==> src/core_pkg.sv <==
package core_pkg;

   localparam int XLEN = 64;
   localparam int MEM_AW = 8;                // doubleword address bits.
   localparam int MEM_DEPTH = 1 << MEM_AW;
   localparam int SIZE_W = 4;                // access size in bytes.

   localparam logic [6:0] OPC_OPIMM = 7'b0010011;
   localparam logic [6:0] OPC_LOAD = 7'b0000011;
   localparam logic [6:0] OPC_STORE = 7'b0100011;

   // exu sequencer states
   localparam logic [2:0] ST_IDLE = 3'd0;
   localparam logic [2:0] ST_FETCH = 3'd1;
   localparam logic [2:0] ST_EXEC = 3'd2;
   localparam logic [2:0] ST_MEM = 3'd3;
   localparam logic [2:0] ST_WB = 3'd4;
   localparam logic [2:0] ST_HALT = 3'd5;

   typedef union packed {
      struct packed {
         logic [11:0] imm12;
         logic [4:0] rs1;
         logic [2:0] funct3;
         logic [4:0] rd;
         logic [6:0] opcode;
      } i_fmt;
      struct packed {
         logic [6:0] imm_hi;
         logic [4:0] rs2;
         logic [4:0] rs1;
         logic [2:0] funct3;
         logic [4:0] imm_lo;
         logic [6:0] opcode;
      } s_fmt;
   } insn_u;

endpackage

==> src/mem_arb.sv <==
module mem_arb (
   input  logic                          i_host_req,
   input  logic                          i_host_we,
   input  logic [core_pkg::MEM_AW-1:0]   i_host_addr,
   input  logic [core_pkg::XLEN-1:0]     i_host_wdata,
   input  logic                          i_lsu_req,
   input  logic                          i_lsu_we,
   input  logic [7:0]                    i_lsu_be,
   input  logic [core_pkg::MEM_AW-1:0]   i_lsu_addr,
   input  logic [core_pkg::XLEN-1:0]     i_lsu_wdata,
   input  logic                          i_ifu_req,
   input  logic [core_pkg::MEM_AW-1:0]   i_ifu_addr,
   input  logic [core_pkg::XLEN-1:0]     i_mem_rdata,
   output logic                          o_host_gnt,
   output logic                          o_lsu_gnt,
   output logic                          o_ifu_gnt,
   output logic                          o_mem_en,
   output logic                          o_mem_we,
   output logic [7:0]                    o_mem_be,
   output logic [core_pkg::MEM_AW-1:0]   o_mem_addr,
   output logic [core_pkg::XLEN-1:0]     o_mem_wdata,
   output logic [core_pkg::XLEN-1:0]     o_rdata
);

   // host first, then lsu, then ifu.
   assign o_host_gnt = i_host_req;
   assign o_lsu_gnt = i_lsu_req & ~i_host_req;
   assign o_ifu_gnt = i_ifu_req & ~i_host_req & ~i_lsu_req;
   assign o_mem_en = i_host_req | i_lsu_req | i_ifu_req;

   always_comb begin
      if (i_host_req) begin
         o_mem_we = i_host_we;
         o_mem_be = 8'hff;                   // host writes whole words.
         o_mem_addr = i_host_addr;
         o_mem_wdata = i_host_wdata;
      end else if (i_lsu_req) begin
         o_mem_we = i_lsu_we;
         o_mem_be = i_lsu_be;
         o_mem_addr = i_lsu_addr;
         o_mem_wdata = i_lsu_wdata;
      end else begin
         o_mem_we = 1'b0;
         o_mem_be = 8'h00;
         o_mem_addr = i_ifu_addr;
         o_mem_wdata = '0;
      end
   end

   assign o_rdata = i_mem_rdata;

endmodule

==> config.mk <==
export PLATFORM = sky130hd
export DESIGN_NAME = mem_arb
export DESIGN_NICKNAME = d
export VERILOG_FILES = /design/src/core_pkg.sv /design/src/mem_arb.sv
export SDC_FILE = /design/constraint.sdc
export NUM_CORES = 1
export LEC_CHECK = 0
export BUFFER_PORTS_ARGS = -buffer_cell sky130_fd_sc_hd__buf_2
export CAP_MARGIN = 10
export CORE_AREA = 2 2 146 148
export DETAILED_ROUTE_END_ITERATION = 10
export DIE_AREA = 0 0 148 150
export PLACE_DENSITY = 0.37
export SLEW_MARGIN = 20
export SYNTH_ARGS = -nofsm -noshare
export SYNTH_HDL_FRONTEND = slang
export SYNTH_SLANG_ARGS = --single-unit
==> constraint.sdc <==
create_clock -name vclk -period 1.5
set_clock_uncertainty 0.05 [all_clocks]
set_input_delay 0.225 -clock vclk [all_inputs]
set_output_delay 0.225 -clock vclk [all_outputs]
set_load 0.01 [all_outputs]
==> metrics.csv <==
metric;value;unit
run_status;finished, final reports clean;
routed_via_density;3.17;
rows;53;
p_leak;1.45;nW
ctsResizeCount;0;
io_pins;378;
whs;0.400;ns
max_cap_viol_count;0;
nClkBuffers;0;
tns;0;ns
fin_crit;1.36;ns
met3_usage;1.01;%
core-area;0.0207;mm²
fin_util;12.2;%
final_cell_area;0.00252;mm²
peakVddDrop;0.0521;mV
slew_headroom;89.7;%
use_met2;12.0;%
ant_nets;0;
grt_util_met1;4.40;%
drc;0;
total_power;0.758;mW
area_delta_synth_final;77.3;%
dpl_worst_slack;0.126;ns
layout_common_cells;250 x buf_2, 65 x a22o_1;
critPathKind;primary input to output port;
grt_antenna_before_repair;1;
grt_overflow;0;
die-area;0.0222;mm²
syn_nets;413;
required;1.22;ns
layout_setup_ws;0.140;ns
die_y;150;µm
grt_pass1_wl;9460;µm
cellPowerDensity;300;mW/mm²
busiest_layer;met2;
antenna_cells;0;
ys_seq_area_share;0;%
synth_area_per_cell;7.74;µm²
final_hold_viol_count;0;
yosys_warnings;0;
final_common_cell;buf_2;
track_usage;5.33;%
place.port_buffers;250;
drtIter0Drc;50;
synth_cell_types;12;
dp_cells;633;
multi_input_comb_area;807;µm²
place_area;0.00252;mm²
fillCellCount;2417;
hold_path_class;primary input to output port;
drv_slew;0;
cts.hold.buffers_added;0;
crit_fanout;31;
drt-total-wl;7300;µm
die_width;148;µm
post_drt_wl_per_cell;11.5;µm
gp_congestion;0.688;
grt_max_degree;37;
grt_pass1_vias;1896;
drt-pass1-iter-count;3;
finalSetupViolations;0;
floorplan.initialDensity;6.88;%
layout-drive-gt1-share;72.3;%
crit_arrival;1.08;ns
seq_cells;0;
worstSetupEndpointType;output port;
dpl.hpwl;6190;µm
tightest_slew;0.150;ns
fmax;735;MHz
period_share;90.7;%
worst_setup_path_start_kind;primary input;
postCtsSetupBuffers;0;
rsz0062_at_grt;false;
num_vias;2004;
final_nets;589;
final_cells;633;
seqCellArea;0;µm²
syn_area;0.00142;mm²
syn_inst;184;
synthesized netlist by cell type (all sizes together):
| cell | count | area (µm²) |
|---|---|---|
| a21o | 8 | 60.1 |
| a22o | 65 | 569 |
| buf | 79 | 598 |
| clkbuf | 5 | 18.8 |
| mux2i | 8 | 80.1 |
| nand2 | 8 | 30.0 |
| nor2b | 1 | 13.8 |
| nor3b | 1 | 7.51 |
| o21ai | 8 | 40.0 |
| or3 | 1 | 6.26 |
worst max-delay path, cell delays in order:
cell and delay, ns:
buf_2 0.13, buf_12 0.16, buf_12 0.17, a22o_1 0.23, buf_2 0.15
power breakdown:
group	switching, mW	leakage, nW	internal [mW]
Clock	0	0	0
Sequential	0	0	0
Combinational	0.344	1.45	0.414
worst paths after layout:
kind | to | depth (start not counted) | from
max | o_mem_wdata[13] | 5 | i_host_req
min | o_rdata[22] | 0 | i_mem_rdata[22]
area by class of cell:
| type | instances | area share [%] |
|---|---|---|
| timing repair buffer | 258 | 54.4 |
| multi-input combinational | 100 | 32.0 |
| tap | 275 | 13.6 |
metal layers:
layer,vias to the layer above,routed length [µm]
met5,-,0
met4,0,245
met3,30,817
met2,160,3970
met1,837,2270
li1,977,-
kinds of logic (layout without fill, tap and decap cells):
group | count (synthesis) | after routing | share of synthesized area (%)
muxes | 8 | 8 | 5.62
AOI/OAI and AO/OA | 81 | 81 | 47.0
and+or+nand+nor | 11 | 11 | 4.04
buffers and inverters | 84 | 258 | 43.3
No activity file was read; power rests on OpenSTA's default activity.
