`config.mk`:
```
export PLATFORM = sky130hd
export DESIGN_NAME = ifu
export DESIGN_NICKNAME = d
export VERILOG_FILES = /design/src/core_pkg.sv /design/src/ifu.sv
export SDC_FILE = /design/constraint.sdc
export NUM_CORES = 1
export LEC_CHECK = 0
export ABC_AREA = 1
export BUFFER_PORTS_ARGS = -buffer_cell sky130_fd_sc_hd__buf_2
export CORE_ASPECT_RATIO = 0.5
export CORE_MARGIN = 2
export CORE_UTILIZATION = 48
export DETAILED_ROUTE_END_ITERATION = 8
export GPL_TIMING_DRIVEN = 0
export PLACE_DENSITY_LB_ADDON = 0.12
export REMOVE_ABC_BUFFERS = 1
export SLEW_MARGIN = 20
export SYNTH_ARGS = -nofsm -noshare
export SYNTH_HDL_FRONTEND = slang
export SYNTH_SLANG_ARGS = --single-unit
```
`constraint.sdc`:
```
create_clock -name i_clk -period 2.2 [get_ports i_clk]
set_input_delay 0.33 -clock i_clk [delete_from_list [all_inputs] [get_ports i_clk]]
set_output_delay 0.33 -clock i_clk [all_outputs]
set_load 0.005 [all_outputs]
```
`src/core_pkg.sv`:
```
package core_pkg;

   localparam int XLEN = 64;
   localparam int MEM_AW = 8;                // doubleword address bits.
   localparam int MEM_DEPTH = 1 << MEM_AW;
   localparam int SIZE_W = 4;                // access size in bytes.

   localparam logic [6:0] OPC_OPIMM = 7'b0010011;
   localparam logic [6:0] OPC_LOAD = 7'b0000011;
   localparam logic [6:0] OPC_STORE = 7'b0100011;

   // exu sequencer states
   localparam logic [2:0] ST_IDLE = 3'd0;
   localparam logic [2:0] ST_FETCH = 3'd1;
   localparam logic [2:0] ST_EXEC = 3'd2;
   localparam logic [2:0] ST_MEM = 3'd3;
   localparam logic [2:0] ST_WB = 3'd4;
   localparam logic [2:0] ST_HALT = 3'd5;

   typedef union packed {
      struct packed {
         logic [11:0] imm12;
         logic [4:0] rs1;
         logic [2:0] funct3;
         logic [4:0] rd;
         logic [6:0] opcode;
      } i_fmt;
      struct packed {
         logic [6:0] imm_hi;
         logic [4:0] rs2;
         logic [4:0] rs1;
         logic [2:0] funct3;
         logic [4:0] imm_lo;
         logic [6:0] opcode;
      } s_fmt;
   } insn_u;

endpackage

```
`src/ifu.sv`:
```
module ifu (
   input  logic                          i_clk,
   input  logic                          i_rst_n,
   input  logic                          i_run,
   input  logic                          i_fetch,
   input  logic                          i_gnt,
   input  logic [core_pkg::XLEN-1:0]     i_rdata,
   output logic                          o_req,
   output logic [core_pkg::MEM_AW-1:0]   o_addr,
   output core_pkg::insn_u               o_insn,
   output logic                          o_insn_valid
);

   logic [core_pkg::MEM_AW+2:0] pc;
   logic                        pend_q;
   logic                        rd_q;

   assign o_req = i_fetch | pend_q;
   assign o_addr = pc[core_pkg::MEM_AW+2:3];

   always_ff @(posedge i_clk or negedge i_rst_n) begin
      if (!i_rst_n) begin
         pc <= '0;
         pend_q <= 1'b0;
         rd_q <= 1'b0;
         o_insn_valid <= 1'b0;
      end else begin
         pend_q <= o_req & ~i_gnt & i_run;              // held until granted.
         rd_q <= o_req & i_gnt;
         o_insn_valid <= rd_q;
         if (!i_run) begin
            pc <= '0;
         end else if (o_insn_valid) begin
            pc <= pc + 4;
         end
      end
   end

   // pc[2] picks the half of the doubleword.
   always_ff @(posedge i_clk) begin
      if (rd_q) begin
         o_insn <= pc[2] ? i_rdata[63:32] : i_rdata[31:0];
      end
   end

endmodule

```
==> results.md <==
* Initial antenna violation count at 0
* Initial Util at 0.515
* Site row count at 16
* Worst Hold Class: in2reg
* Detailed Route Iter0 Violations at approximately 50
* Pre-Repair DR Iteration Count at 4
* Total power per unit cell area at ~630 nW/um^2
* Most frequent cells in the layout: 119 x nand2_1, 110 x buf_2, 32 x edfxtp_1, 13 x inv_1, 12 x nor2_1
* CTS tree: built
* Fmax at around 0.54 GHz
* Clock insertion delay at the later pin of the skew report at approximately 0.29 ns
* Syn Inst Count at 226
* Max Clock Skew at between 0.007 and 0.008 ns
* Core area at between 4000 and 5000 sq um
* Crit path buffers/inverters at 1
* RePlAce Congestion at 0.791
* Clk slew on worst S/H paths at about 0.080 ns
* Most common cell after layout, fill and taps aside: nand2_1
* Placed Area at about 2600 sq um
* Sum Neg Setup Slack at 0 ns
* Dpl hpwl at ~3.2 mm
* Layout cells sized above 1 at 0.383
* CTS Buffer Depth at 2
* Fin Hold WS at 0.199 ns
* H-tree Lvls at 2
* Slew @ Worst Pin at roughly 0.72 ns
* Area grow syn2layout at 29.6%
* CP required at between 2 and 2.5 ns
* Via-per-instance ratio at 4.62
* Arrival @ worst endpoint at approximately 2.1 ns
* Vias in the first global route at around 1600
* Final worst slack at 0.341 ns
* Post-Synthesis Cell Area at 2060 sq um
* Rel. slew slack at 0.517
* Crit Path Max Fanout at 35
* Final period util at 0.845
* Layout Nets at 398
* Cell mode on critical path: nand2_1
* All-layer global routing usage at 0.190
* Die width at ~97 microns
* Setup violations, final at 0
* Worst setup EP type: flop
* IO buf count at 110
* Root buf cell: clkbuf_8
* DIE HEIGHT at around 50 microns
* Startpoint type of the worst setup path: flop
* Slowest CP cell: dfrtp_2
* VDD IR max at 464 uV
* Syn. warnings at 0
* Top cell family by delay on the critical path: flip-flops
* Final Cell Area at roughly 2700 sq um
* Congestion Overflow GR at 0
* Max_cap viols at 0
* Clk sinks at 44
* Count of final hold-check violations at 0
* DR vias at between 1500 and 2000
* Total CTS buffers at 5
* Diode count at 0
* Power Total at roughly 1700 uW
* RSZ-0062 raised after global routing: false
* Leak Pwr at 0.00139 uW
* Syn avg cell area at between 9 and 10 sq um
* CP Class: reg2reg
* IO Count at roughly 110
* Post-DR wirelength/cell at 11.6 microns
* First-pass GRT wire length at approximately 7.3 mm
* Place WS at -0.137 ns
* Status: finished, final reports clean
* Final min period at between 1.5 and 2 ns
* Post-CTS Setup Bufs at 0
* Flops & latches, synth at between 40 and 50
* Final Max Slew Viols at 0
* Largest net degree at the start of global routing at 36
* Slowest Stage Delay on Critical Path at 0.76 ns
* DRC at 0
* Count of different cell masters after synthesis at 20
* Die ar. at 4870 sq um
* Seq/Total Area, Yosys at 0.612
* Routed wire length at between 4 and 5 mm
* CP Cell Sequence: inv_2, nor2_4, nand2_1, nor2_2, nand2_1, nand2_1, nor2_1
* Antenna-violating nets left at 0
logic make-up after synthesis:
group           Yosys count  synth area share
flops                    44             0.612
fa+ha+maj                 1           0.00607
compound gates            5            0.0121
simple gates            146             0.292
buf+inv                  30            0.0783
where the power goes:
part / switching (uW) / leakage [uW] / internal (uW) / total, uW
combinational: 101 / 0.000877 / 99.8 / 201
sequential: 41.3 / 0.000465 / 953 / 994
clock: 278 / 0.0000479 / 221 / 500
total: 421 / 0.00139 / 1270 / 1690
registers in the layout (all words and copies together) (netlist names):
| signal | count |
|---|---|
| pend_q | 1 |
| pc | 9 |
| o_insn | 32 |
| rd_q | 1 |
| o_insn_valid | 1 |
cells in the mapped netlist (all sizes together):
master / count / share of area
ha: 1 / 0.0061
nand2: 120 / 0.22
nor3: 1 / 0.0024
nand3: 8 / 0.025
inv: 14 / 0.025
a21oi: 2 / 0.0049
edfxtp: 32 / 0.47
nand4: 2 / 0.0061
clkbuf: 3 / 0.010
nor2: 15 / 0.036
buf: 13 / 0.042
dfrtp: 12 / 0.15
o21ai: 3 / 0.0073
path summary, 6_finish.rpt:
kind	startpoint	slack, ns	to	depth (start not counted)
max in group asynchronous	i_rst_n	1.52	pc[2]$_DFFE_PN0P_	2
worst max register to register	pc[2]$_DFFE_PN0P_	0.34	pc[7]$_DFFE_PN0P_	7
worst min-delay path	i_gnt	0.20	pend_q$_DFF_PN0_	2
min in group asynchronous	i_rst_n	0.45	pc[10]$_DFFE_PN0P_	2
worst min register to register	pend_q$_DFF_PN0_	0.51	rd_q$_DFF_PN0_	2
worst max-delay path	pc[2]$_DFFE_PN0P_	0.34	pc[7]$_DFFE_PN0P_	7
what timing repair did:
action | 4_1_cts | 5_1_grt
endpoints found under the setup margin | 3 | 0
hold endpoints to repair | 12 | 0
resized for setup | 1 | 0
hold buffers | 1 | 0
area by class of cell:
type | count | area, sq um
sequential | 44 | 1260
tap | 54 | 67.6
multi-input combinational | 152 | 639
inverter | 14 | 52.6
fill | 349 | 1330
clock buffer | 5 | 68.8
clock inverter | 3 | 18.8
timing repair buffer | 111 | 561
stage by stage:
stage / instances / util
after CTS: 383 / 0.667
final: 383 / 0.667
after global placement: 374 / 0.642
after floorplan: 210 / -
after global routing: 383 / 0.667
after detailed placement: 374 / 0.643
metal layers:
metal,vias to the layer above,share of wire,track usage
li1,909,-,-
met1,795,0.43,0.226
met2,62,0.49,0.343
met3,5,0.073,0.0655
met4,0,0.0061,0.0352
met5,-,0,0
(Power assumes the default switching activity.)
