File: config.mk
export PLATFORM = sky130hd
export DESIGN_NAME = regfile
export DESIGN_NICKNAME = d
export VERILOG_FILES = /design/src/core_pkg.sv /design/src/regfile.sv
export SDC_FILE = /design/constraint.sdc
export NUM_CORES = 2
export LEC_CHECK = 0
export BUFFER_PORTS_ARGS = -buffer_cell sky130_fd_sc_hd__buf_4
export CAP_MARGIN = 30
export CORE_MARGIN = 2
export CORE_UTILIZATION = 45
export CTS_BUF_LIST = sky130_fd_sc_hd__clkbuf_16
export CTS_CLUSTER_SIZE = 10
export DETAILED_ROUTE_END_ITERATION = 7
export PLACE_DENSITY_LB_ADDON = 0.15
export SYNTH_ARGS = -nofsm -noshare
export SYNTH_HDL_FRONTEND = slang
export SYNTH_SLANG_ARGS = --single-unit
File: constraint.sdc
create_clock -name i_clk -period 4.2 [get_ports i_clk]
set_clock_uncertainty 0.15 [all_clocks]
set_input_delay 0.84 -clock i_clk [delete_from_list [all_inputs] [get_ports i_clk]]
set_output_delay 0.84 -clock i_clk [all_outputs]
set_load 0.02 [all_outputs]
File: src/core_pkg.sv
package core_pkg;

   localparam int XLEN = 64;
   localparam int MEM_AW = 8;                // doubleword address bits.
   localparam int MEM_DEPTH = 1 << MEM_AW;
   localparam int SIZE_W = 4;                // access size in bytes.

   localparam logic [6:0] OPC_OPIMM = 7'b0010011;
   localparam logic [6:0] OPC_LOAD = 7'b0000011;
   localparam logic [6:0] OPC_STORE = 7'b0100011;

   // exu sequencer states
   localparam logic [2:0] ST_IDLE = 3'd0;
   localparam logic [2:0] ST_FETCH = 3'd1;
   localparam logic [2:0] ST_EXEC = 3'd2;
   localparam logic [2:0] ST_MEM = 3'd3;
   localparam logic [2:0] ST_WB = 3'd4;
   localparam logic [2:0] ST_HALT = 3'd5;

   typedef union packed {
      struct packed {
         logic [11:0] imm12;
         logic [4:0] rs1;
         logic [2:0] funct3;
         logic [4:0] rd;
         logic [6:0] opcode;
      } i_fmt;
      struct packed {
         logic [6:0] imm_hi;
         logic [4:0] rs2;
         logic [4:0] rs1;
         logic [2:0] funct3;
         logic [4:0] imm_lo;
         logic [6:0] opcode;
      } s_fmt;
   } insn_u;

endpackage

File: src/regfile.sv
module regfile (
   input  logic                       i_clk,
   input  logic                       i_rst_n,
   input  logic [4:0]                 i_rs1_addr,
   input  logic [4:0]                 i_rs2_addr,
   input  logic                       i_we,
   input  logic [4:0]                 i_rd,
   input  logic [core_pkg::XLEN-1:0]  i_wdata,
   output logic [core_pkg::XLEN-1:0]  o_rs1_data,
   output logic [core_pkg::XLEN-1:0]  o_rs2_data
);

   logic [core_pkg::XLEN-1:0] regs [32];

   always_ff @(posedge i_clk or negedge i_rst_n) begin
      if (!i_rst_n) begin
         for (int i = 0; i < 32; i++) begin
            regs[i] <= '0;
         end
      end else if (i_we && i_rd != 5'd0) begin     // x0 stays zero.
         regs[i_rd] <= i_wdata;
      end
   end

   assign o_rs1_data = regs[i_rs1_addr];
   assign o_rs2_data = regs[i_rs2_addr];

endmodule

==> run_results.csv <==
group,metric,value,unit
run_status,violations,"design-rule violations",
setup_path,critical_path_required,3210,ps
final_layout,layout.core_utilization,0.513,
die,die_area,243000,sq um
timing,worst-slew-pin-transition,1300,ps
clock_tree,num_cts_buffers,234,
timing,slew-limit-headroom,0.131,
setup_path,worstPathMaxFanout,17,
job,max_cap_viol_count,0,
global_route,grt_antenna_before_repair,16,
global_route,pin_count_of_the_biggest_net_entering_global_routing,133,
drt,drt_iter0_drc,5577,
timing,finalCritPeriodShare,0.988,
drt,viasPerCell,6.57,
global_route,grt_pass1_wl,502000,microns
placement,dp_slack,-42.9,ps
die,core.rowCount,179,
final_layout,multi_input_comb_area,53400,sq um
timing,period_needed,4150,ps
placement,count_of_buffers_from_port_buffering,209,
die,boundaryPins,210,
final_layout,synthToLayoutAreaGrowth,13.3,%
final_layout,final_common_cell,"mux2_2",
global_route,grt_pass1_vias,68900,
global_route,grtUsageTotal,0.284,
clock_tree,clock_tree.root_cell,"clkbuf_16",
setup_path,critical_path_class,"in -> out",
die,initial_utilization,0.453,
final_layout,seq_area,51200,sq um
final_layout,final_net_count,6679,
clock_tree,clockBufferDepth,3,
drt,drt.antenna.violating_nets,0,
die,die_height,493,microns
power,leakage,52.7,nW
synthesis,synth.cell_area,108000,sq um
power,max-vdd-ir-drop,0.493,mV
timing,final.setup.worst_slack,51.2,ps
die,fp.coreArea,238000,sq um
placement,place_hpwl,203000,microns
synthesis,postSynth.asyncResetShare,1.00,
setup_path,worst_setup_path_end_kind,"output port",
clock_tree,cts_tree,"built",
setup_path,cp_slowest_cell,"and2_1",
drt,vias,64900,
synthesis,post_synth_num_cell_types,30,
synthesis,synth-main-ff-cell,"dfrtp_1",
global_route,globalRoute.totalOverflow,0,
timing,setup_violation_total_in_the_final_timing_report,0,
timing,timing.final.hold_violations,0,
clock_tree,cts_setup_buffers,0,
synthesis,synth_seq_cells,2048,
power,pwr_density_cell,468,nW/um^2
die,die-width,493,microns
timing,rsz0062_at_grt,"no",
clock_tree,htreeDepth,4,
final_layout,largestRegisters,"regs x2048",
clock_tree,cts.clk_slew.worst_paths,50,ps
final_layout,largest_register_ff_count,2048,
final_layout,drive_gt1_frac,0.629,
final_layout,final_cell_area,122000,sq um
clock_tree,clock_sinks,2048,
clock_tree,clk-insertion-delay-late,880,ps
synthesis,synth_enable_flop_cells,0,
placement,detailed_place.area,116000,sq um
setup_path,crit_chain,"buf_8 > buf_12 > buf_12 > and2_1 > buf_4 > a221o_1 > o22ai_1 > a22o_1 > buf_4",
synthesis,yosysWarnings,0,
min_path,worst_hold_path_type,"reg -> reg",
synthesis,syn_avg_cell_area,16.5,sq um
drt,wl_per_cell,34.7,microns
synthesis,syn-instance-count,6512,
drt,drt-total-wl,342000,microns
synthesis,synth.yosys.seq_area_share,0.476,
setup_path,worstSetupStartpointType,"input port",
drt,drc_errors,22,
placement,gpl.final_weighted_congestion,0.806,
timing,fmax,0.241,GHz
run_status,outcome,"complete, but fails checks",
final_layout,mostFrequentLayoutCells,"mux2_2, dfrtp_1, mux4_2",
final_layout,layout.filler_cells,19500,
synthesis,synthesized_net_count,6594,
timing,timing.final.max_slew_violations,0,
setup_path,worstPathArrival,3160,ps
final_layout,regMostFlops,"regs",
drt,drt_pre_antenna_iters,7,
setup_path,cp_slowest_stage_delay,670,ps
## logic make-up after synthesis
kind of cell	count (synthesis)	synth area share
AOI/OAI and AO/OA	156	0.0112
and+or+nand+nor	94	0.00445
muxes	3440	0.478
buffers and inverters	774	0.0308
DFF	2048	0.476
## metrics by stage
step	hold WS (ps)	setup TNS [ps]	instances	total power, mW
floorplan	291	0	6512	35.0
global placement	227	-43.2	9525	38.8
finish	240	0	9873	57.1
detailed placement	233	-42.9	9527	39.3
global route	256	0	9871	59.6
CTS	225	0	9868	57.5
## worst max-delay path: cells and delay by family
kind,cells,cell delay (ps)
AND/OR/NAND/NOR,1,670
AO/OA/AOI/OAI,3,520
buffers and inverters,5,1080
## cell usage after synthesis, types with 9 or more instances
| master | instances | share of area |
|---|---|---|
| a221oi_1 | 34 | 0.0028 |
| o22ai_1 | 60 | 0.0035 |
| mux4_2 | 1145 | 0.24 |
| a221o_1 | 26 | 0.0024 |
| nor2b_1 | 20 | 0.0012 |
| mux2_2 | 2151 | 0.22 |
| a211o_1 | 9 | 0.00073 |
| a22o_1 | 9 | 0.00073 |
| clkbuf_1 | 487 | 0.017 |
| dfrtp_1 | 2048 | 0.48 |
| buf_1 | 36 | 0.0013 |
| a21oi_1 | 9 | 0.00042 |
| mux2i_1 | 144 | 0.013 |
| nor2_1 | 27 | 0.00094 |
| buf_2 | 218 | 0.010 |
| buf_4 | 27 | 0.0019 |
| nand2_1 | 20 | 0.00070 |
## per-layer routing
layer  share of wire  wire, microns  up-vias  GRT usage
met4           0.035          12000       14     0.0934
met2            0.48         165000     2172      0.456
met3           0.054          18500      608     0.0388
met1            0.43         147000    36400      0.401
li1                -              -    25700          -
met5         0.00028             96        -          0
## timing repair
action                     4_1_cts  5_1_grt
setup endpoints to repair        1        1
hold buffers                     1        0
gates resized for setup          1        1
gates cloned                     0        0
hold endpoints to repair        43        0
## final cells by class
type                       instances  area share
sequential                      2048       0.420
clock buffer                     237      0.0486
antenna                            5    0.000102
timing repair buffer             622      0.0569
tap                             3167      0.0325
multi-input combinational       3690       0.438
clock inverter                   103     0.00438
inverter                           1   0.0000512
## path summary, 6_finish.rpt
| check | start | slack, ps | cells after the start | endpoint |
|---|---|---|---|---|
| setup reg to reg | regs[1958]$_DFFE_PN0P_ | 3240 | 1 | regs[1958]$_DFFE_PN0P_ |
| max in group asynchronous | i_rst_n | 2140 | 4 | regs[1294]$_DFFE_PN0P_ |
| hold reg to reg | regs[2022]$_DFFE_PN0P_ | 240 | 0 | regs[2022]$_DFFE_PN0P_ |
| setup / recovery | i_rs2_addr[0] | 50 | 9 | o_rs2_data[32] |
| hold / removal | regs[2022]$_DFFE_PN0P_ | 240 | 0 | regs[2022]$_DFFE_PN0P_ |
| min in group asynchronous | i_rst_n | 410 | 2 | regs[1333]$_DFFE_PN0P_ |
## report_power, final
part | switching [mW] | total (mW) | internal, mW
Combinational | 4.84 | 12.8 | 7.93
Sequential | 2.78 | 26.3 | 23.5
Clock | 8.12 | 18.1 | 9.96
Total | 15.8 | 57.1 | 41.4
Note: power is estimated with default switching activity, not from simulation.
