==> src/core_pkg.sv <==
package core_pkg;

   localparam int XLEN = 64;
   localparam int MEM_AW = 8;                // doubleword address bits.
   localparam int MEM_DEPTH = 1 << MEM_AW;
   localparam int SIZE_W = 4;                // access size in bytes.

   localparam logic [6:0] OPC_OPIMM = 7'b0010011;
   localparam logic [6:0] OPC_LOAD = 7'b0000011;
   localparam logic [6:0] OPC_STORE = 7'b0100011;

   // exu sequencer states
   localparam logic [2:0] ST_IDLE = 3'd0;
   localparam logic [2:0] ST_FETCH = 3'd1;
   localparam logic [2:0] ST_EXEC = 3'd2;
   localparam logic [2:0] ST_MEM = 3'd3;
   localparam logic [2:0] ST_WB = 3'd4;
   localparam logic [2:0] ST_HALT = 3'd5;

   typedef union packed {
      struct packed {
         logic [11:0] imm12;
         logic [4:0] rs1;
         logic [2:0] funct3;
         logic [4:0] rd;
         logic [6:0] opcode;
      } i_fmt;
      struct packed {
         logic [6:0] imm_hi;
         logic [4:0] rs2;
         logic [4:0] rs1;
         logic [2:0] funct3;
         logic [4:0] imm_lo;
         logic [6:0] opcode;
      } s_fmt;
   } insn_u;

endpackage

==> src/lsu.sv <==
module lsu (
   input  logic                          i_clk,
   input  logic                          i_rst_n,
   input  logic                          i_start,
   input  logic                          i_load,
   input  logic                          i_store,
   input  logic [core_pkg::SIZE_W-1:0]   i_size,
   input  logic                          i_sigext,
   input  logic [core_pkg::XLEN-1:0]     i_addr,
   input  logic [core_pkg::XLEN-1:0]     i_wdata,
   input  logic                          i_gnt,
   input  logic [core_pkg::XLEN-1:0]     i_rdata,
   output logic                          o_req,
   output logic                          o_we,
   output logic [7:0]                    o_be,
   output logic [core_pkg::MEM_AW-1:0]   o_mem_addr,
   output logic [core_pkg::XLEN-1:0]     o_mem_wdata,
   output logic                          o_done,
   output logic [core_pkg::XLEN-1:0]     o_load_data
);

   logic [2:0]                  size_m;
   logic [2:0]                  off;
   logic [7:0]                  be_base;
   logic [2:0]                  off_q;
   logic [core_pkg::SIZE_W-1:0] size_q;
   logic                        sigext_q;
   logic                        wr_done_q;
   logic                        rd_done_q;
   logic [core_pkg::XLEN-1:0]   shifted;
   logic [core_pkg::XLEN-1:0]   ext;

   assign size_m = i_size[2:0] - 3'd1;       // 8 wraps to 7.
   assign off = i_addr[2:0] & ~size_m;       // drop bits below the size.

   always_comb begin
      case (size_m)
         3'd0: be_base = 8'h01;
         3'd1: be_base = 8'h03;
         3'd3: be_base = 8'h0f;
         default: be_base = 8'hff;
      endcase
   end

   always_ff @(posedge i_clk or negedge i_rst_n) begin
      if (!i_rst_n) begin
         o_req <= 1'b0;
         wr_done_q <= 1'b0;
         rd_done_q <= 1'b0;
      end else begin
         o_req <= (i_start & (i_load | i_store)) | (o_req & ~i_gnt);
         wr_done_q <= o_req & i_gnt & o_we;
         rd_done_q <= o_req & i_gnt & ~o_we;    // read data is on the bus now.
      end
   end

   always_ff @(posedge i_clk) begin
      if (i_start) begin
         o_we <= i_store;
         o_be <= be_base << off;
         o_mem_addr <= i_addr[core_pkg::MEM_AW+2:3];
         o_mem_wdata <= i_wdata << {off, 3'b000};
         off_q <= off;
         size_q <= i_size;
         sigext_q <= i_sigext;
      end
      if (rd_done_q) o_load_data <= ext;
   end

   assign shifted = i_rdata >> {off_q, 3'b000};

   always_comb begin
      case (size_q)
         4'd1: ext = {{56{sigext_q & shifted[7]}}, shifted[7:0]};
         4'd2: ext = {{48{sigext_q & shifted[15]}}, shifted[15:0]};
         4'd4: ext = {{32{sigext_q & shifted[31]}}, shifted[31:0]};
         default: ext = shifted;
      endcase
   end

   assign o_done = wr_done_q | rd_done_q;

endmodule

==> config.mk <==
export PLATFORM = sky130hd
export DESIGN_NAME = lsu
export DESIGN_NICKNAME = d
export VERILOG_FILES = /design/src/core_pkg.sv /design/src/lsu.sv
export SDC_FILE = /design/constraint.sdc
export NUM_CORES = 1
export LEC_CHECK = 0
export ABC_CLOCK_PERIOD_IN_PS = 4300
export BUFFER_PORTS_ARGS = -buffer_cell sky130_fd_sc_hd__buf_2
export CAP_MARGIN = 15
export CORE_UTILIZATION = 37
export CTS_CLUSTER_SIZE = 25
export DETAILED_ROUTE_END_ITERATION = 16
export PLACE_DENSITY = 0.63
export SYNTH_ARGS = -nofsm -noshare
export SYNTH_HDL_FRONTEND = slang
export SYNTH_SLANG_ARGS = --single-unit
==> constraint.sdc <==
create_clock -name i_clk -period 4.3 [get_ports i_clk]
set_input_delay 0.43 -clock i_clk [delete_from_list [all_inputs] [get_ports i_clk]]
set_output_delay 0.43 -clock i_clk [all_outputs]
set_load 0.02 [all_outputs]
==> results.md <==
- Wire length per cell: 19.2 µm
- Post-synth ARST share: 1.92%
- Met1 Resource Use GR: 26.5%
- Cells after synthesis: 789
- Endpoints failing setup: 0
- Max Cap Viol: 0
- Fillers: 2201
- Pwr/cell area: 404 nW/µm²
- Crit Path Max Fanout: 32
- CP Data Required Time: 4430 ps
- Clock Skew: 13.8 ps
- Root buf cell: clkbuf_16
- Worst setup EP type: flop
- Post-Synth Simple-Gate Area: 13.8%
- Die Wd: 155 µm
- Vias in the first global route: 7243
- CP startpoint: off_q[0]
- GRT met2 Usage: 36.8%
- FF-to-FF Start: off_q[0]
- Layout cell share with drive strength beyond 1: 36.3%
- RSZ-0062 raised after global routing: no
- Post-synthesis compound-gate area fraction: 13.2%
- GR Util All Layers: 22.2%
- Commonest register cell after synthesis: edfxtp_1
- Unique masters post-synth: 52
- GRT busiest layer: met2
- Total Nets Final: 1268
- Largest family of logic cells by synthesized area: multiplexers
- Synth top area share: 52.9%
- Global-route wire length before repair: 40400 µm
- Final GP Congestion: 0.885
- Slew headroom: 37.0%
- Number of synthesized flops with an enable pin: 153
- Placed Cells: 1354
- Clock Sinks: 156
- Yosys reg bits: 156
- Row cnt: 55
- DRC: 0
- Mapped Area: 8680 µm²
- Setup Fix Bufs, Post-CTS: 0
- Final Core Density: 48.3%
- Post-CTS Resized: 0
- Drt total wl: 26700 µm
- Static leakage: 4.80 nW
- Pin count of the biggest net entering global routing: 55
- CTS tree: built
- Detailed-route via count: 7404
- CP Class: flop to flop
- Outcome: completed
- Drt via density: 5.33
- Port-buffer cells: 296
- Yosys top cell by area: edfxtp_1
- Effective utilization at floorplan: 38.0%
- Final period util: 70.7%
- Drt first pass iters: 4
- Hold Crit Class: primary input to flop
- Sequential fraction of the synthesis area: 53.8%
- Antenna violations before repair: 3
- Multiplexer share of the synthesized area: 14.8%
- XOR/XNOR Fraction of Synth Area: 0.303%
- Startpoint types: flop
- Final worst path period need: 3040 ps
- Final antenna-violating net count: 0
- DRT iter0 DRCs: 406
- Grt ovf: 0
- Max Clock Freq: 329 MHz
- CORE AREA: 22800 µm²
- H-tree levels: 4
- Synth Area in Adders: 0.576%
- Final hold vios: 0
- Post-Synthesis Net Count: 996
- Hold Path Origin: i_addr[4]
- Final std cells w/o fill: 1390
- Synth Area per Inst: 11.0 µm²
- Post-Route Setup TNS: 0 ps
- Layout area overhead: 27.0%
- Worst endpoint data arrival time: 3170 ps
- Slew @ Worst Pin: 942 ps
- IO Pins: 350
- TritonCTS Buffers: 17
- Die area: 24100 µm²
- HPWL after DPL: 19500 µm
- Die H: 155 µm
- Clock slew at reported path FFs: 70 ps
- Final slew viol count: 0
- Synthesis warning total: 0
- Clk Latency, worst-skew pair: 430 ps
- Peak supply drop: 0.245 mV
- Top cells by area, synth: edfxtp_1 53%, mux2i_1 7.8%, nand2_1 6.1%
- Clk buf depth: 2
- Met3 usage: 7.21%
-- what timing repair did --
action	CTS	global route
endpoints found under the setup margin	0	0
hold buffers	1	0
hold endpoints to repair	3	0
-- power by group --
part | switching (W) | internal, W
logic | 0.000643 | 0.000364
clock network | 0.000671 | 0.000875
registers | 0.0000494 | 0.00185
total | 0.00136 | 0.00309
-- cells in the final DEF (no fill, tap or decap), drive strengths merged, types with 4 or more instances in the layout --
master	count
a211oi	31
a21oi	50
and3	26
o211ai	16
ha	4
edfxtp	153
o31ai	18
and2	9
o21ai	53
buf	311
inv	16
mux2	18
mux2i	68
nor2b	13
nand2	141
mux4	18
clkbuf	17
nand3	9
nor2	61
-- worst max-delay path: stages (launching register included) --
cell and delay [ps]:
edfxtp_1 330, buf_4 380, nor2b_1 90, a2111oi_0 530
or4_1 440, o211a_2 740, o21ai_0 220
-- synthesized netlist by cell type (3+ instances only) --
master / n
clkbuf_1: 33
buf_2: 15
mux2_2: 18
a211oi_1: 31
nand3_1: 9
dfrtp_1: 3
o211ai_1: 16
buf_1: 6
ha_1: 4
a21oi_1: 50
nand2b_1: 3
nand2_1: 141
and3_1: 26
nor2_1: 61
buf_6: 4
nor2b_1: 13
o31ai_1: 18
mux4_2: 18
mux2i_1: 68
inv_1: 6
and2_1: 8
nor3_1: 3
o21ai_0: 49
edfxtp_1: 153
-- routing by layer --
metal | up-vias | wire (µm)
met3 | 53 | 2230
li1 | 3502 | -
met2 | 333 | 12800
met4 | 0 | 863
met1 | 3516 | 10800
met5 | - | 0
-- stage by stage --
| step | hold WS [ps] | total power, W | instance area (µm²) | setup WS, ps |
|---|---|---|---|---|
| final | 172 | 0.00445 | 11000 | 1260 |
| after floorplan | 134 | 0.00256 | 8680 | 1900 |
| after global routing | 150 | 0.00464 | 11000 | 949 |
| after detailed placement | 229 | 0.00293 | 10400 | 1140 |
| after CTS | 156 | 0.00448 | 11000 | 1220 |
| after global placement | 228 | 0.00293 | 10400 | 1150 |
-- worst paths after layout --
path	to	slack, ps	depth (start not counted)
max reg2reg	o_load_data[55]	1260	6
min	o_mem_addr[1]	170	1
max	o_load_data[55]	1260	6
min reg2reg	rd_done_q	460	1
min in group asynchronous	o_req	370	2
max in group asynchronous	rd_done_q	3820	2
-- sequential cells by signal (all words and copies together), names as in the netlist --
signal       count
o_be             8
o_load_data     64
o_mem_addr       8
o_mem_wdata     64
o_req            1
o_we             1
off_q            3
rd_done_q        1
sigext_q         1
size_q           4
wr_done_q        1
-- cell families (layout without fill, tap and decap cells) --
logic type | Yosys count | in the layout
DFF | 156 | 156
AOI/OAI and AO/OA | 184 | 184
muxes | 104 | 104
adders and majority gates | 4 | 4
and+or+nand+nor | 271 | 271
other | 0 | 3
buffers and inverters | 67 | 352
xor gates and xnor gates | 3 | 3
-- final cells by class --
type	instances	area [µm²]	area share [%]
flip-flops and latches	156	4670	42.4
clock buffers	17	425	3.86
clock inverters	15	171	1.55
diodes	3	7.51	0.0681
repair buffers	312	1610	14.6
multi-input cells	566	3720	33.8
inverters	8	30.0	0.272
well taps	313	392	3.55
Power figures use the tool's default switching activity.
