[config.mk]
export PLATFORM = sky130hd
export DESIGN_NAME = exu
export DESIGN_NICKNAME = d
export VERILOG_FILES = /design/src/core_pkg.sv /design/src/exu.sv
export SDC_FILE = /design/constraint.sdc
export NUM_CORES = 1
export LEC_CHECK = 0
export ABC_AREA = 1
export BUFFER_PORTS_ARGS = -buffer_cell sky130_fd_sc_hd__buf_2
export CORE_AREA = 3 3 160 162
export CTS_CLUSTER_DIAMETER = 100
export CTS_CLUSTER_SIZE = 10
export DETAILED_ROUTE_END_ITERATION = 6
export DIE_AREA = 0 0 163 165
export PLACE_DENSITY = 0.68
export SLEW_MARGIN = 15
export SYNTH_ARGS = -nofsm -noshare
export SYNTH_HDL_FRONTEND = slang
export SYNTH_SLANG_ARGS = --single-unit
[constraint.sdc]
create_clock -name i_clk -period 3.5 [get_ports i_clk]
set_input_delay 0.7 -clock i_clk [delete_from_list [all_inputs] [get_ports i_clk]]
set_output_delay 0.7 -clock i_clk [all_outputs]
set_load 0.005 [all_outputs]
[src/core_pkg.sv]
package core_pkg;

   localparam int XLEN = 64;
   localparam int MEM_AW = 8;                // doubleword address bits.
   localparam int MEM_DEPTH = 1 << MEM_AW;
   localparam int SIZE_W = 4;                // access size in bytes.

   localparam logic [6:0] OPC_OPIMM = 7'b0010011;
   localparam logic [6:0] OPC_LOAD = 7'b0000011;
   localparam logic [6:0] OPC_STORE = 7'b0100011;

   // exu sequencer states
   localparam logic [2:0] ST_IDLE = 3'd0;
   localparam logic [2:0] ST_FETCH = 3'd1;
   localparam logic [2:0] ST_EXEC = 3'd2;
   localparam logic [2:0] ST_MEM = 3'd3;
   localparam logic [2:0] ST_WB = 3'd4;
   localparam logic [2:0] ST_HALT = 3'd5;

   typedef union packed {
      struct packed {
         logic [11:0] imm12;
         logic [4:0] rs1;
         logic [2:0] funct3;
         logic [4:0] rd;
         logic [6:0] opcode;
      } i_fmt;
      struct packed {
         logic [6:0] imm_hi;
         logic [4:0] rs2;
         logic [4:0] rs1;
         logic [2:0] funct3;
         logic [4:0] imm_lo;
         logic [6:0] opcode;
      } s_fmt;
   } insn_u;

endpackage

[src/exu.sv]
module exu (
   input  logic                       i_clk,
   input  logic                       i_rst_n,
   input  logic                       i_run,
   input  logic                       i_insn_valid,
   input  logic                       i_rf_we,
   input  logic [11:0]                i_imm12,
   input  logic                       i_op_addi,
   input  logic                       i_lsu_load,
   input  logic                       i_lsu_store,
   input  logic                       i_wb_sel,
   input  logic                       i_illegal,
   input  logic [core_pkg::XLEN-1:0]  i_rs1_data,
   input  logic [core_pkg::XLEN-1:0]  i_rs2_data,
   input  logic                       i_lsu_done,
   input  logic [core_pkg::XLEN-1:0]  i_load_data,
   output logic                       o_fetch,
   output logic                       o_lsu_start,
   output logic [core_pkg::XLEN-1:0]  o_addr_sum,
   output logic [core_pkg::XLEN-1:0]  o_store_data,
   output logic                       o_rf_we,
   output logic [core_pkg::XLEN-1:0]  o_rf_wdata,
   output logic                       o_halt
);

   logic [2:0] state_q;
   logic [2:0] state_d;
   logic       bad_q;

   always_comb begin
      state_d = state_q;
      case (state_q)
         core_pkg::ST_IDLE: begin
            if (i_run) state_d = core_pkg::ST_FETCH;
         end
         core_pkg::ST_FETCH: begin
            if (i_insn_valid) state_d = core_pkg::ST_EXEC;
         end
         core_pkg::ST_EXEC: begin
            if (bad_q) begin
               state_d = core_pkg::ST_HALT;
            end else if (i_op_addi) begin
               state_d = core_pkg::ST_WB;
            end else begin
               state_d = core_pkg::ST_MEM;
            end
         end
         core_pkg::ST_MEM: begin
            if (i_lsu_done) state_d = core_pkg::ST_WB;
         end
         core_pkg::ST_WB: state_d = core_pkg::ST_FETCH;
         core_pkg::ST_HALT: state_d = core_pkg::ST_HALT;  // until run falls.
         default: state_d = core_pkg::ST_IDLE;
      endcase
      if (!i_run) state_d = core_pkg::ST_IDLE;
   end

   always_ff @(posedge i_clk or negedge i_rst_n) begin
      if (!i_rst_n) begin
         state_q <= core_pkg::ST_IDLE;
         bad_q <= 1'b0;
      end else begin
         state_q <= state_d;
         if (i_insn_valid) bad_q <= i_illegal;
      end
   end

   // next fetch is issued from idle or from writeback.
   assign o_fetch = i_run & (state_q == core_pkg::ST_IDLE | state_q == core_pkg::ST_WB);
   assign o_lsu_start = (state_q == core_pkg::ST_EXEC) & (i_lsu_load | i_lsu_store);

   // shared adder for addi and the memory address
   assign o_addr_sum = i_rs1_data + {{52{i_imm12[11]}}, i_imm12};
   assign o_store_data = i_rs2_data;

   assign o_rf_we = (state_q == core_pkg::ST_WB) & i_rf_we;
   assign o_rf_wdata = i_wb_sel ? i_load_data : o_addr_sum;
   assign o_halt = (state_q == core_pkg::ST_HALT);

endmodule

==> results by group <==
Setup path
  • R2R Setup Slk: 2.27 ns
  • CP Launch Point: i_imm12[11]
  • Critical path type: in2out
  • Crit path DAT: 2.72 ns
  • Worst setup SP type: primary input
  • Setup crit end: o_addr_sum[53]
  • RR Startpoint: state_q[2]
  • CP Data Required Time: 2.80 ns
  • R2R depth: 6
  • CP Max Fanout: 7
  • Worst setup EP type: output pin
  • RR Endpoint: state_q[1]

Routing
  • Vias per std cell: 4.50
  • 1st-iter DRT viols: 563
  • Via count: about 10,000
  • Drt total wl: 32.0 mm
  • DRC: 3
  • Wire per inst: between 10 and 15 microns
  • Detail Route Antenna Nets: 0
  • DRT Pass-1 Iters: 7

Pwr
  • Leakage: 6.69 nW
  • Power Density: ~210 nW/um^2
  • Worst VDD drop: 0.000292 V
  • Overall power: 2.20 mW

Floorplanning
  • Placement Rows: 57
  • Initial Util: 0.310
  • Core area: around 24,000 sq um
  • Io pins: 411
  • Die area: 26,900 sq um
  • Die Wd: 163 microns
  • Die height: 165 microns

Clock network
  • Clk slew on worst S/H paths: 0.03 ns
  • Root buffer cell: clkbuf_16
  • Clock Latency Late Sink: 0.22 ns
  • Post-CTS Hold Buffers: 0
  • Sink Count: 4
  • TritonCTS clock tree: yes
  • H-tree depth: 1
  • Max Buffers Root-to-Sink: 2
  • CTS Buf Count: 3

Yosys
  • FF+latch count, synth: 4
  • Mapped Avg Cell Area: roughly 4.7 sq um
  • Top_reg_cell synth: dfrtp_1
  • Synth area leader: nand2_1
  • Ys async rst share: 1.00
  • Synth top area share: 0.386
  • Synth top area cells: nand2_1 39%, inv_1 17%, ha_1 10%
  • Synth warnings: 0
  • Distinct cells, synth: 33
  • Post-synthesis sequential area ratio: 0.0133
  • Cell area after synthesis: 7520 sq um
  • Post-synthesis cell count: 1,605
  • Synth Net Count: 1,884
  • Post-synth EDFFs: 0

Placement
  • DP Worst Slack: -0.0787 ns
  • Dpl cells: 2,213
  • Placer Congestion: 0.971
  • Final HPWL DP: 27.2 mm
  • PortBufs: between 200 and 300

Global routing
  • Antenna violations before repair: 0
  • Total global routing overflow: 0
  • First-pass GRT wire length: 45.9 mm
  • Largest net degree at the start of global routing: 65
  • Total GRT Usage: 0.215
  • Vias in the first global route: around 9,000

STA
  • Max-slew violations: 0
  • Max Clk Rate: about 0.3 GHz
  • Final Skew: 0.000356 ns
  • Hold Fails Final Rpt: 0
  • Min Tclk post-route: approximately 3.4 ns
  • Hold slack: 0.279 ns
  • Slew headroom: 0.551
  • Final setup margin: between 0.07 and 0.08 ns
  • Worst slew pin tran: 0.673 ns
  • Unrepaired setup endpoints after global routing: yes
  • Fin crit share: 0.978
  • Final Setup Violations: 0

Final layout
  • Syn-to-layout area delta: 40.0%
  • Final nets: 2,183
  • Filler-free cell count of the finished design: 2,226
  • FF/Latch Area: 100 sq um
  • Layout Utilization: 0.434
  • Fill cells: ~2,600
  • Multi-input logic area: 6420 sq um
  • ANT cells: 0
  • Layout cells sized above 1: 0.307

Hold path
  • Hold WC Path Type: in2async

Job
  • Max_cap viols: 0

Outcome
  • Failing checks: DRC
  • Status: complete, but fails checks
-- report_power, final --
| part | switching (mW) | internal [mW] |
|---|---|---|
| Sequential | 0.00524 | 0.0544 |
| Clock | 0.0294 | 0.146 |
| Combinational | 1.15 | 0.823 |
| Total | 1.18 | 1.02 |
-- worst max-delay path, cell delays in order --
cell and delay (ns):
buf_8 0.13, buf_12 0.15, buf_16 0.16, ha_4 0.27, nand2_1 0.06, nand2_1 0.07, nand2_1 0.07, nand2_2 0.06
nand2_1 0.08, nand2_2 0.07, nand3b_1 0.28, nand2_1 0.19, nand3_1 0.11, and2_1 0.18, buf_2 0.12
-- cell usage after synthesis, drive strengths merged (2+ instances only) --
master  number
nand2      784
o21ai        5
nand3       75
clkbuf       7
inv        347
xor2        30
dfrtp        4
nand3b      13
nor2       106
o21bai       2
nor4         2
and2        33
a21oi       40
nor3        15
ha          63
buf         70
-- how the worst min path moves through the flow --
stage                 start          to  slack, ns  cells after the start
finish              i_rst_n  state_q[0]       0.28                      1
floorplan           i_rst_n       bad_q       0.40                      0
CTS                 i_rst_n  state_q[1]       0.28                      1
global route        i_rst_n  state_q[0]       0.28                      1
global placement    i_rst_n       bad_q       0.50                      1
detailed placement  i_rst_n       bad_q       0.51                      1
-- what timing repair did --
item,CTS,global route
setup endpoints to repair,9,86
cloned,0,3
gates resized for setup,6,215
pin swaps,0,26
setup buffers,0,7
-- cells by family (layout without fill, tap and decap cells) --
| logic type | after synthesis | count (layout) | synth area share |
|---|---|---|---|
| AOI/OAI and AO/OA | 51 | 51 | 0.0360 |
| xor gates and xnor gates | 31 | 31 | 0.0381 |
| adders and majority gates | 64 | 64 | 0.108 |
| buffers and inverters | 424 | 721 | 0.244 |
| DFF | 4 | 4 | 0.0133 |
| and+or+nand+nor | 1031 | 1031 | 0.561 |
-- per-layer routing --
layer | track usage | vias to the layer above | share of wire
met3 | 0.00953 | 50 | 0.045
met5 | 0 | - | 0
li1 | - | 5235 | -
met1 | 0.294 | 4431 | 0.46
met4 | 0.0388 | 0 | 0.021
met2 | 0.378 | 296 | 0.48
-- stage by stage --
step | cell area [sq um] | setup TNS [ns]
final | 10500 | 0
after global routing | 10500 | -0.317
after CTS | 9520 | 0
after detailed placement | 9420 | -0.218
after global placement | 9420 | -0.0838
after floorplan | 7520 | 0
-- sequential cells by signal, indices dropped and copies added, names as in the netlist --
signal   flops
state_q      3
bad_q        1
-- layout by cell type (no fill, tap or decap), drive strengths merged, types with 4 or more instances in the layout --
cell type / n
o21ai: 5
nand3b: 13
buf: 368
nand3: 75
clkbuf: 6
nor3: 15
inv: 347
ha: 63
nand2: 784
a21oi: 40
and2: 33
dfrtp: 4
nor2: 106
xor2: 30
-- final cells by class --
class,instances,share of cell area
tap,324,0.0385
sequential,4,0.00951
clock buffer,3,0.00713
multi-input combinational,1177,0.610
timing repair buffer,371,0.211
inverter,347,0.124
Note: power is estimated with default switching activity, not from simulation.
